File: src/hw/rv32i_pkg.sv
`default_nettype none

package rv32i_pkg;

    typedef logic [31:0] rv32i_word;

    // major opcodes handled by this core
    typedef enum logic [6:0] {
        op_reg   = 7'b0110011,
        op_imm   = 7'b0010011,
        op_lui   = 7'b0110111,
        op_auipc = 7'b0010111,
        op_load  = 7'b0000011,
        op_store = 7'b0100011
    } rv32i_opcode;

    typedef enum logic [3:0] {
        alu_add  = 4'd0,   // zero so a cleared word is harmless
        alu_sub  = 4'd1,
        alu_sll  = 4'd2,
        alu_slt  = 4'd3,
        alu_sltu = 4'd4,
        alu_xor  = 4'd5,
        alu_srl  = 4'd6,
        alu_sra  = 4'd7,
        alu_or   = 4'd8,
        alu_and  = 4'd9
    } alu_ops;

    typedef enum logic {
        alumux1_rs1 = 1'b0,
        alumux1_pc  = 1'b1
    } alumux1_sel_t;

    typedef enum logic [1:0] {
        alumux2_rs2   = 2'd0,
        alumux2_i_imm = 2'd1,
        alumux2_s_imm = 2'd2,
        alumux2_u_imm = 2'd3
    } alumux2_sel_t;

    typedef enum logic [1:0] {
        rf_alu_out = 2'd0,
        rf_cmp     = 2'd1,
        rf_u_imm   = 2'd2,
        rf_load    = 2'd3
    } regfilemux_sel_t;

    typedef struct packed {
        alu_ops          aluop;
        alumux1_sel_t    alumux1_sel;
        alumux2_sel_t    alumux2_sel;
        regfilemux_sel_t regfilemux_sel;
        logic            load_regfile;
        logic            mem_read;
        logic            mem_write;
        logic [2:0]      funct3;   // access size and signedness
    } control_word;

    typedef struct packed {
        control_word ctrl;
        rv32i_word   pc;
        rv32i_word   rs1_data;
        rv32i_word   rs2_data;
        rv32i_word   imm;   // immediate picked in ID
        rv32i_word   u_imm;
        logic [4:0]  rd;
    } id_ex_t;

    typedef struct packed {
        control_word ctrl;
        rv32i_word   alu_out;
        logic        cmp;
        rv32i_word   store_data;
        rv32i_word   u_imm;   // rides along for lui writeback
        logic [4:0]  rd;
    } ex_mem_t;

    typedef struct packed {
        control_word ctrl;
        rv32i_word   alu_out;
        logic        cmp;
        rv32i_word   load_word;   // raw word, aligned in WB
        logic [1:0]  addr_lo;
        rv32i_word   u_imm;
        logic [4:0]  rd;
    } mem_wb_t;

endpackage

`default_nettype wire

File: src/hw/control_unit.sv
`timescale 1ns/1ps
`default_nettype none

module control_unit import rv32i_pkg::*; (
    input  rv32i_word   i_instr,
    output control_word o_ctrl
);

    rv32i_opcode opcode;
    logic [2:0]  funct3;
    logic        funct7_5;
    alu_ops      arith_op;   // shared by op and op_imm

    assign opcode   = rv32i_opcode'(i_instr[6:0]);
    assign funct3   = i_instr[14:12];
    assign funct7_5 = i_instr[30];   // sub / sra select

    always_comb begin
        case (funct3)
            3'b000:  arith_op = alu_add;
            3'b001:  arith_op = alu_sll;
            3'b010:  arith_op = alu_slt;
            3'b011:  arith_op = alu_sltu;
            3'b100:  arith_op = alu_xor;
            3'b101:  arith_op = funct7_5 ? alu_sra : alu_srl;
            3'b110:  arith_op = alu_or;
            default: arith_op = alu_and;
        endcase
    end

    always_comb begin
        o_ctrl = '0;   // anything unknown decodes as a nop
        case (opcode)
            op_reg: begin
                o_ctrl.aluop          = (funct3 == 3'b000 && funct7_5) ? alu_sub : arith_op;
                o_ctrl.alumux2_sel    = alumux2_rs2;
                o_ctrl.regfilemux_sel = (funct3[2:1] == 2'b01) ? rf_cmp : rf_alu_out;
                o_ctrl.load_regfile   = 1'b1;
            end
            op_imm: begin
                o_ctrl.aluop          = arith_op;   // no subi, so bit 30 only matters for shifts
                o_ctrl.alumux2_sel    = alumux2_i_imm;
                o_ctrl.regfilemux_sel = (funct3[2:1] == 2'b01) ? rf_cmp : rf_alu_out;
                o_ctrl.load_regfile   = 1'b1;
            end
            op_lui: begin
                o_ctrl.alumux2_sel    = alumux2_u_imm;
                o_ctrl.regfilemux_sel = rf_u_imm;
                o_ctrl.load_regfile   = 1'b1;
            end
            op_auipc: begin
                o_ctrl.alumux1_sel    = alumux1_pc;
                o_ctrl.alumux2_sel    = alumux2_u_imm;
                o_ctrl.load_regfile   = 1'b1;
            end
            op_load: begin
                o_ctrl.alumux2_sel    = alumux2_i_imm;   // address = rs1 + i_imm
                o_ctrl.regfilemux_sel = rf_load;
                o_ctrl.load_regfile   = 1'b1;
                o_ctrl.mem_read       = 1'b1;
                o_ctrl.funct3         = funct3;
            end
            op_store: begin
                o_ctrl.alumux2_sel    = alumux2_s_imm;
                o_ctrl.mem_write      = 1'b1;
                o_ctrl.funct3         = funct3;
            end
            default: begin
                o_ctrl = '0;
            end
        endcase
    end

endmodule

`default_nettype wire

File: src/hw/alu.sv
`timescale 1ns/1ps
`default_nettype none

module alu import rv32i_pkg::*; (
    input  alu_ops    i_aluop,
    input  rv32i_word i_a,
    input  rv32i_word i_b,
    output rv32i_word o_f,
    output logic      o_cmp
);

    logic [4:0] shamt;
    logic       lt_s;
    logic       lt_u;

    assign shamt = i_b[4:0];
    assign lt_s  = $signed(i_a) < $signed(i_b);
    assign lt_u  = i_a < i_b;
    assign o_cmp = (i_aluop == alu_sltu) ? lt_u : lt_s;   // signed unless sltu

    always_comb begin
        case (i_aluop)
            alu_add:  o_f = i_a + i_b;
            alu_sub:  o_f = i_a - i_b;
            alu_sll:  o_f = i_a << shamt;
            alu_slt:  o_f = {31'b0, lt_s};
            alu_sltu: o_f = {31'b0, lt_u};
            alu_xor:  o_f = i_a ^ i_b;
            alu_srl:  o_f = i_a >> shamt;
            alu_sra:  o_f = rv32i_word'($signed(i_a) >>> shamt);
            alu_or:   o_f = i_a | i_b;
            default:  o_f = i_a & i_b;   // alu_and
        endcase
    end

endmodule

`default_nettype wire

File: src/hw/regfile.sv
`timescale 1ns/1ps
`default_nettype none

module regfile import rv32i_pkg::*; (
    input  logic       clk,
    input  logic       i_rst,
    input  logic       i_we,
    input  logic [4:0] i_rd,
    input  logic [4:0] i_rs1,
    input  logic [4:0] i_rs2,
    input  rv32i_word  i_wdata,
    output rv32i_word  o_rs1_data,
    output rv32i_word  o_rs2_data
);

    rv32i_word regs [1:31];   // x0 has no storage

    always_ff @(posedge clk) begin
        if (i_rst) begin
            for (int i = 1; i < 32; i++) begin
                regs[i] <= '0;
            end
        end else if (i_we && i_rd != 5'd0) begin
            regs[i_rd] <= i_wdata;
        end
    end

    function automatic rv32i_word read_port(input logic [4:0] rs);
        if (rs == 5'd0)
            return '0;
        else if (i_we && rs == i_rd)
            return i_wdata;   // write-through from WB
        else
            return regs[rs];
    endfunction

    always_comb begin
        o_rs1_data = read_port(i_rs1);
        o_rs2_data = read_port(i_rs2);
    end

endmodule

`default_nettype wire

File: src/hw/load_store_align.sv
`timescale 1ns/1ps
`default_nettype none

module load_store_align import rv32i_pkg::*; (
    input  logic [2:0] i_funct3,
    input  logic [1:0] i_addr_lo,
    input  rv32i_word  i_store_data,
    input  rv32i_word  i_load_word,
    output logic [3:0] o_byte_en,
    output rv32i_word  o_wdata,
    output rv32i_word  o_load_data
);

    rv32i_word shifted;   // addressed lane moved down to bit 0

    assign shifted = i_load_word >> {i_addr_lo, 3'b000};

    // store side, data copied into every lane so the enables pick it out
    always_comb begin
        case (i_funct3[1:0])
            2'b00: begin
                o_byte_en = 4'b0001 << i_addr_lo;
                o_wdata   = {4{i_store_data[7:0]}};
            end
            2'b01: begin
                o_byte_en = i_addr_lo[1] ? 4'b1100 : 4'b0011;
                o_wdata   = {2{i_store_data[15:0]}};
            end
            default: begin
                o_byte_en = 4'b1111;   // sw
                o_wdata   = i_store_data;
            end
        endcase
    end

    always_comb begin
        case (i_funct3)
            3'b000:  o_load_data = {{24{shifted[7]}}, shifted[7:0]};     // lb
            3'b100:  o_load_data = {24'b0, shifted[7:0]};                 // lbu
            3'b001:  o_load_data = {{16{shifted[15]}}, shifted[15:0]};   // lh
            3'b101:  o_load_data = {16'b0, shifted[15:0]};                // lhu
            default: o_load_data = i_load_word;                           // lw
        endcase
    end

endmodule

`default_nettype wire

File: src/hw/datapath.sv
`timescale 1ns/1ps
`default_nettype none

module datapath import rv32i_pkg::*; #(
    parameter rv32i_word RESET_PC = 32'h0000_0000
) (
    input  logic       clk,
    input  logic       i_rst,

    input  rv32i_word  i_i_mem_rdata,
    output rv32i_word  o_i_mem_address,
    output logic       o_i_mem_read,

    input  rv32i_word  i_d_mem_rdata,
    output rv32i_word  o_d_mem_address,
    output rv32i_word  o_d_mem_wdata,
    output logic       o_d_mem_read,
    output logic       o_d_mem_write,
    output logic [3:0] o_mem_byte_en
);

    rv32i_word   pc;
    rv32i_word   if_id_instr;
    rv32i_word   if_id_pc;
    control_word id_ctrl;
    rv32i_word   rs1_data;
    rv32i_word   rs2_data;
    rv32i_word   i_imm;
    rv32i_word   s_imm;
    rv32i_word   u_imm;
    rv32i_word   id_imm;
    id_ex_t      id_ex;
    rv32i_word   alumux1_out;
    rv32i_word   alumux2_out;
    rv32i_word   alu_out;
    logic        alu_cmp;
    ex_mem_t     ex_mem;
    logic [3:0]  store_be;
    mem_wb_t     mem_wb;
    rv32i_word   load_data;
    rv32i_word   wb_data;

    // IF
    always_ff @(posedge clk) begin
        if (i_rst)
            pc <= RESET_PC;
        else
            pc <= pc + 32'd4;   // no branches, straight-line fetch
    end

    assign o_i_mem_address = pc;
    assign o_i_mem_read    = ~i_rst;

    always_ff @(posedge clk) begin
        if (i_rst)
            if_id_instr <= '0;   // opcode 0 decodes as nop
        else
            if_id_instr <= i_i_mem_rdata;
    end

    always_ff @(posedge clk) begin
        if_id_pc <= pc;
    end

    // ID
    control_unit u_control_unit (
        .i_instr (if_id_instr),
        .o_ctrl  (id_ctrl)
    );

    regfile u_regfile (
        .clk        (clk),
        .i_rst      (i_rst),
        .i_we       (mem_wb.ctrl.load_regfile),
        .i_rd       (mem_wb.rd),
        .i_rs1      (if_id_instr[19:15]),
        .i_rs2      (if_id_instr[24:20]),
        .i_wdata    (wb_data),
        .o_rs1_data (rs1_data),
        .o_rs2_data (rs2_data)
    );

    assign i_imm = {{21{if_id_instr[31]}}, if_id_instr[30:20]};
    assign s_imm = {{21{if_id_instr[31]}}, if_id_instr[30:25], if_id_instr[11:7]};
    assign u_imm = {if_id_instr[31:12], 12'h000};

    always_comb begin
        case (id_ctrl.alumux2_sel)
            alumux2_s_imm: id_imm = s_imm;
            alumux2_u_imm: id_imm = u_imm;
            default:       id_imm = i_imm;   // unused for rs2 ops
        endcase
    end

    always_ff @(posedge clk) begin
        if (i_rst)
            id_ex <= '0;
        else
            id_ex <= '{ctrl: id_ctrl, pc: if_id_pc, rs1_data: rs1_data,
                       rs2_data: rs2_data, imm: id_imm, u_imm: u_imm,
                       rd: if_id_instr[11:7]};
    end

    // EX
    assign alumux1_out = (id_ex.ctrl.alumux1_sel == alumux1_pc) ? id_ex.pc : id_ex.rs1_data;
    assign alumux2_out = (id_ex.ctrl.alumux2_sel == alumux2_rs2) ? id_ex.rs2_data : id_ex.imm;

    alu u_alu (
        .i_aluop (id_ex.ctrl.aluop),
        .i_a     (alumux1_out),
        .i_b     (alumux2_out),
        .o_f     (alu_out),
        .o_cmp   (alu_cmp)
    );

    always_ff @(posedge clk) begin
        if (i_rst)
            ex_mem <= '0;
        else
            ex_mem <= '{ctrl: id_ex.ctrl, alu_out: alu_out, cmp: alu_cmp,
                        store_data: id_ex.rs2_data, u_imm: id_ex.u_imm, rd: id_ex.rd};
    end

    // MEM
    load_store_align store_lane (
        .i_funct3     (ex_mem.ctrl.funct3),
        .i_addr_lo    (ex_mem.alu_out[1:0]),
        .i_store_data (ex_mem.store_data),
        .i_load_word  (i_d_mem_rdata),
        .o_byte_en    (store_be),
        .o_wdata      (o_d_mem_wdata),
        .o_load_data  ()
    );

    assign o_d_mem_address = {ex_mem.alu_out[31:2], 2'b00};
    assign o_d_mem_read    = ex_mem.ctrl.mem_read;
    assign o_d_mem_write   = ex_mem.ctrl.mem_write;
    assign o_mem_byte_en   = store_be & {4{ex_mem.ctrl.mem_write}};   // quiet on loads

    always_ff @(posedge clk) begin
        if (i_rst)
            mem_wb <= '0;
        else
            mem_wb <= '{ctrl: ex_mem.ctrl, alu_out: ex_mem.alu_out, cmp: ex_mem.cmp,
                        load_word: i_d_mem_rdata, addr_lo: ex_mem.alu_out[1:0],
                        u_imm: ex_mem.u_imm, rd: ex_mem.rd};
    end

    // WB
    load_store_align load_lane (
        .i_funct3     (mem_wb.ctrl.funct3),
        .i_addr_lo    (mem_wb.addr_lo),
        .i_store_data ('0),
        .i_load_word  (mem_wb.load_word),
        .o_byte_en    (),
        .o_wdata      (),
        .o_load_data  (load_data)
    );

    always_comb begin
        case (mem_wb.ctrl.regfilemux_sel)
            rf_cmp:   wb_data = {31'b0, mem_wb.cmp};
            rf_u_imm: wb_data = mem_wb.u_imm;
            rf_load:  wb_data = load_data;
            default:  wb_data = mem_wb.alu_out;
        endcase
    end

endmodule

`default_nettype wire

File: config.mk
export PLATFORM = sky130hd
export DESIGN_NAME = datapath
export DESIGN_NICKNAME = d
export VERILOG_FILES = /design/src/hw/rv32i_pkg.sv /design/src/hw/control_unit.sv /design/src/hw/alu.sv /design/src/hw/regfile.sv /design/src/hw/load_store_align.sv /design/src/hw/datapath.sv
export SDC_FILE = /design/constraint.sdc
export NUM_CORES = 2
export LEC_CHECK = 0
export BUFFER_PORTS_ARGS = -buffer_cell sky130_fd_sc_hd__buf_2
export CAP_MARGIN = 10
export CORE_MARGIN = 2
export CORE_UTILIZATION = 57
export DETAILED_ROUTE_END_ITERATION = 16
export PLACE_DENSITY = 0.76
export SLEW_MARGIN = 15
export SYNTH_ARGS = -nofsm -noshare
export SYNTH_HDL_FRONTEND = slang
export SYNTH_SLANG_ARGS = --single-unit
File: constraint.sdc
create_clock -name clk -period 4.2 [get_ports clk]
set_input_delay 0.63 -clock clk [delete_from_list [all_inputs] [get_ports clk]]
set_output_delay 0.63 -clock clk [all_outputs]
set_load 0.02 [all_outputs]
==> reports/metrics.csv <==
stage,metric,value,unit
synth,yosys.cell_count.top_type,nor2_1,
sta,tightest_slew,1.25,ns
global_route,overflow,0,
clock_network,cts.path.max_buffers,3,
flow_run,cap_violations,0,
die,dieArea,137000,um^2
clock_network,h-tree-depth,4,
sta,setup_violations,0,
clock_network,clock-sinks,1475,
worst_setup_path,path_max_fanout,9,
status,run_status,"complete, no violations",
sta,slew_headroom,0.168,
power_and_ir_drop,powerDensity,426,nW/um^2
synth,postSynth.asyncResetShare,0,
placed_design,hpwl,202000,um
synth,synth_seq_cells,1475,
synth,ys_seq_area_frac,0.522,
worst_setup_path,crit_type,flop to flop,
finish,drive_gt1_frac,0.273,
worst_setup_path,startpoint,id_ex[174],
finish,fin_cells,8211,
synth,synth_edf_count,1024,
sta,drv_slew,0,
placed_design,port_buffers,164,
die,die_height,369,um
worst_setup_path,startpoint_type,flop,
finish,nets,6469,
die,io-pin-count,169,
clock_network,insertion_delay,0.80,ns
power_and_ir_drop,seq_power_share,0.451,
worst_setup_path,worstPathArrival,4.68,ns
power_and_ir_drop,p_leak,30.6,nW
synth,yosysTopAreaCellShare,0.404,
synth,synth_area_per_cell,12.4,um^2
clock_network,cts_tree,done,
sta,rsz0062_at_grt,false,
sta,finalCritPeriodShare,0.959,
sta,period_needed,4.03,ns
die,rows,134,
global_route,first_global_vias,56431,
synth,synth_flop_cell,edfxtp_1,
power_and_ir_drop,total_power,36.8,mW
power_and_ir_drop,intPower,26.5,mW
detailed_routing,drtPass1Iterations,7,
worst_setup_path,crit_required,4.85,ns
die,dieWidth,369,um
synth,synth_area,76100,um^2
synth,synth_common_cells,"nor2_1 (1254), edfxtp_1 (1024), mux4_2 (649)",
detailed_routing,antenna_left,0,
die,start_util,0.573,
placed_design,globalplace.congestion,1.15,
detailed_routing,finalWirelength,300000,um
finish,area_growth,13.4,%
worst_setup_path,crit_path_end_kind,flop,
placed_design,dpl.cell_count,7912,
sta,tns,0,ns
global_route,grt_start_max_net_pins,198,
detailed_routing,drt-initial-drc-count,10326,
clock_network,clk_pin_slew_worst_paths,0.07,ns
clock_network,clk_root_buffer_cell,clkbuf_16,
global_route,antenna_found_initial,30,
synth,yosysTopAreaCell,edfxtp_1,
synth,yosysUniqueCellTypes,106,
clock_network,holdBufCountCts,0,
sta,fin_skew,0.0425,ns
power_and_ir_drop,p_switching,10.3,mW
synth,yosysWarnings,0,
power_and_ir_drop,p_clk_frac,0.386,
detailed_routing,vias,57817,
detailed_routing,wl_per_cell,36.5,um
synth,synth_area_leaders,"edfxtp_1 (40%), mux4_2 (19%), dfxtp_1 (12%)",
power_and_ir_drop,power.share.combinational,0.163,
min_path,hold_class,primary input to flop,
sta,hold_viol,0,
global_route,grt_pass1_wl,419000,um
detailed_routing,drt_drc_violations_left,0,
global_route,gr-usage-all-layers,0.439,
synth,syn-instance-count,6129,
worst_setup_path,worstReg2RegStart,id_ex[174],
detailed_routing,avgViaCountPerCell,7.04,
min_path,hold_start,i_i_mem_rdata[22],
clock_network,cts_buffers,154,
die,core_area,133000,um^2
power_and_ir_drop,power_switching_share,0.279,
sta,clock.fmax,0.248,GHz
power_and_ir_drop,vdd_drop_max,402,uV
cell usage in the layout, fill, tap and decap left out, types with 53 or more instances in the layout:
| cell | Yosys | routed |
|---|---|---|
| a211oi_1 | 117 | 117 |
| a21oi_1 | 203 | 193 |
| buf_12 | 0 | 54 |
| buf_2 | 55 | 163 |
| buf_4 | 47 | 376 |
| clkbuf_16 | 0 | 161 |
| dfxtp_1 | 451 | 437 |
| edfxtp_1 | 1024 | 1024 |
| ha_1 | 98 | 98 |
| inv_1 | 163 | 161 |
| mux2_2 | 139 | 139 |
| mux2i_1 | 84 | 83 |
| mux4_2 | 649 | 649 |
| nand2_1 | 288 | 250 |
| nand3_1 | 53 | 53 |
| nor2_1 | 1254 | 1251 |
| nor2b_1 | 262 | 262 |
| nor3_1 | 69 | 66 |
| o21ai_0 | 135 | 134 |
timing repair:
item                       4_1_cts  5_1_grt
pin swaps                        0        2
gates cloned                     0        0
hold endpoints to repair         0        0
setup endpoints to repair        1       15
setup buffers                    0        2
gates resized for setup          1        8
per-stage QoR:
stage                     hold slack, ns  cell area [um^2]  utilization  setup slack [ns]
after floorplan                    0.414             76300            -            0.0326
after global placement             0.383             81000        0.610             0.111
after detailed placement           0.384             81000        0.610            0.0410
after CTS                         0.0130             86300        0.649           0.00167
after global routing              0.0364             86300        0.649          0.000357
final                             0.0433             86400        0.650             0.171
metal layers:
metal  up-vias  wire length [um]  track usage
li1      23038                 -            -
met1     28284             98200        0.537
met2      5262            132000        0.649
met3      1211             41400        0.141
met4        22             28700        0.335
met5         -               149            0
logic make-up (layout without fill, tap and decap cells):
family,after synthesis,after routing,synth area share
adders and majority gates,100,100,0.0166
xor gates and xnor gates,49,49,0.00564
AOI/OAI and AO/OA,798,798,0.0710
buffers and inverters,781,1048,0.0425
and+or+nand+nor,2045,2045,0.117
other,1,48,0.0000493
DFF,1475,1475,0.522
muxes,880,880,0.225
sequential cells by signal, summed over array words and instances (netlist names):
signal and flops:
o_d_mem_read 1, id_ex 165, o_d_mem_address 30, u_regfile.regs 1024
mem_wb 96, if_id_instr 32, o_d_mem_write 1, ex_mem 66
o_i_mem_address 30, if_id_pc 30
path summary, 6_finish.rpt:
kind	to	slack [ns]	cells past startpoint
worst max-delay path	o_d_mem_address[31]	0.17	15
worst min-delay path	if_id_instr[22]	0.04	2
worst max register to register	o_d_mem_address[31]	0.17	15
worst min register to register	if_id_pc[30]	0.39	0
power groups by stage:
stage               combinational (mW)  clock (mW)  sequential, mW
global placement                  5.68           0            16.8
floorplan                         3.51           0            16.5
detailed placement                5.68           0            16.8
finish                            6.00        14.2            16.6
global route                      6.13        14.7            16.6
CTS                               5.72        14.2            16.5
worst max-delay path, stage by stage (launching register included):
cell	delay, ns
dfxtp_2	0.38
nor2_4	0.18
buf_12	0.16
mux2_2	0.36
ha_1	0.38
nand2_1	0.11
o21ai_0	0.56
a31oi_2	0.28
o41ai_2	0.26
buf_4	0.18
a31oi_1	0.09
buf_4	0.17
o41ai_2	0.32
xnor2_1	0.11
a32oi_1	0.23
o31ai_1	0.10
cell type report:
class | count | area [um^2]
Clock buffer | 207 | 4310
Multi-Input combinational cell | 3908 | 33700
Fill cell | 9478 | 46600
Antenna cell | 12 | 30.0
Tap cell | 1768 | 2210
Sequential cell | 1475 | 39800
Timing Repair Buffer | 594 | 4730
Clock inverter | 77 | 897
Inverter | 170 | 641
(Power assumes the default switching activity.)
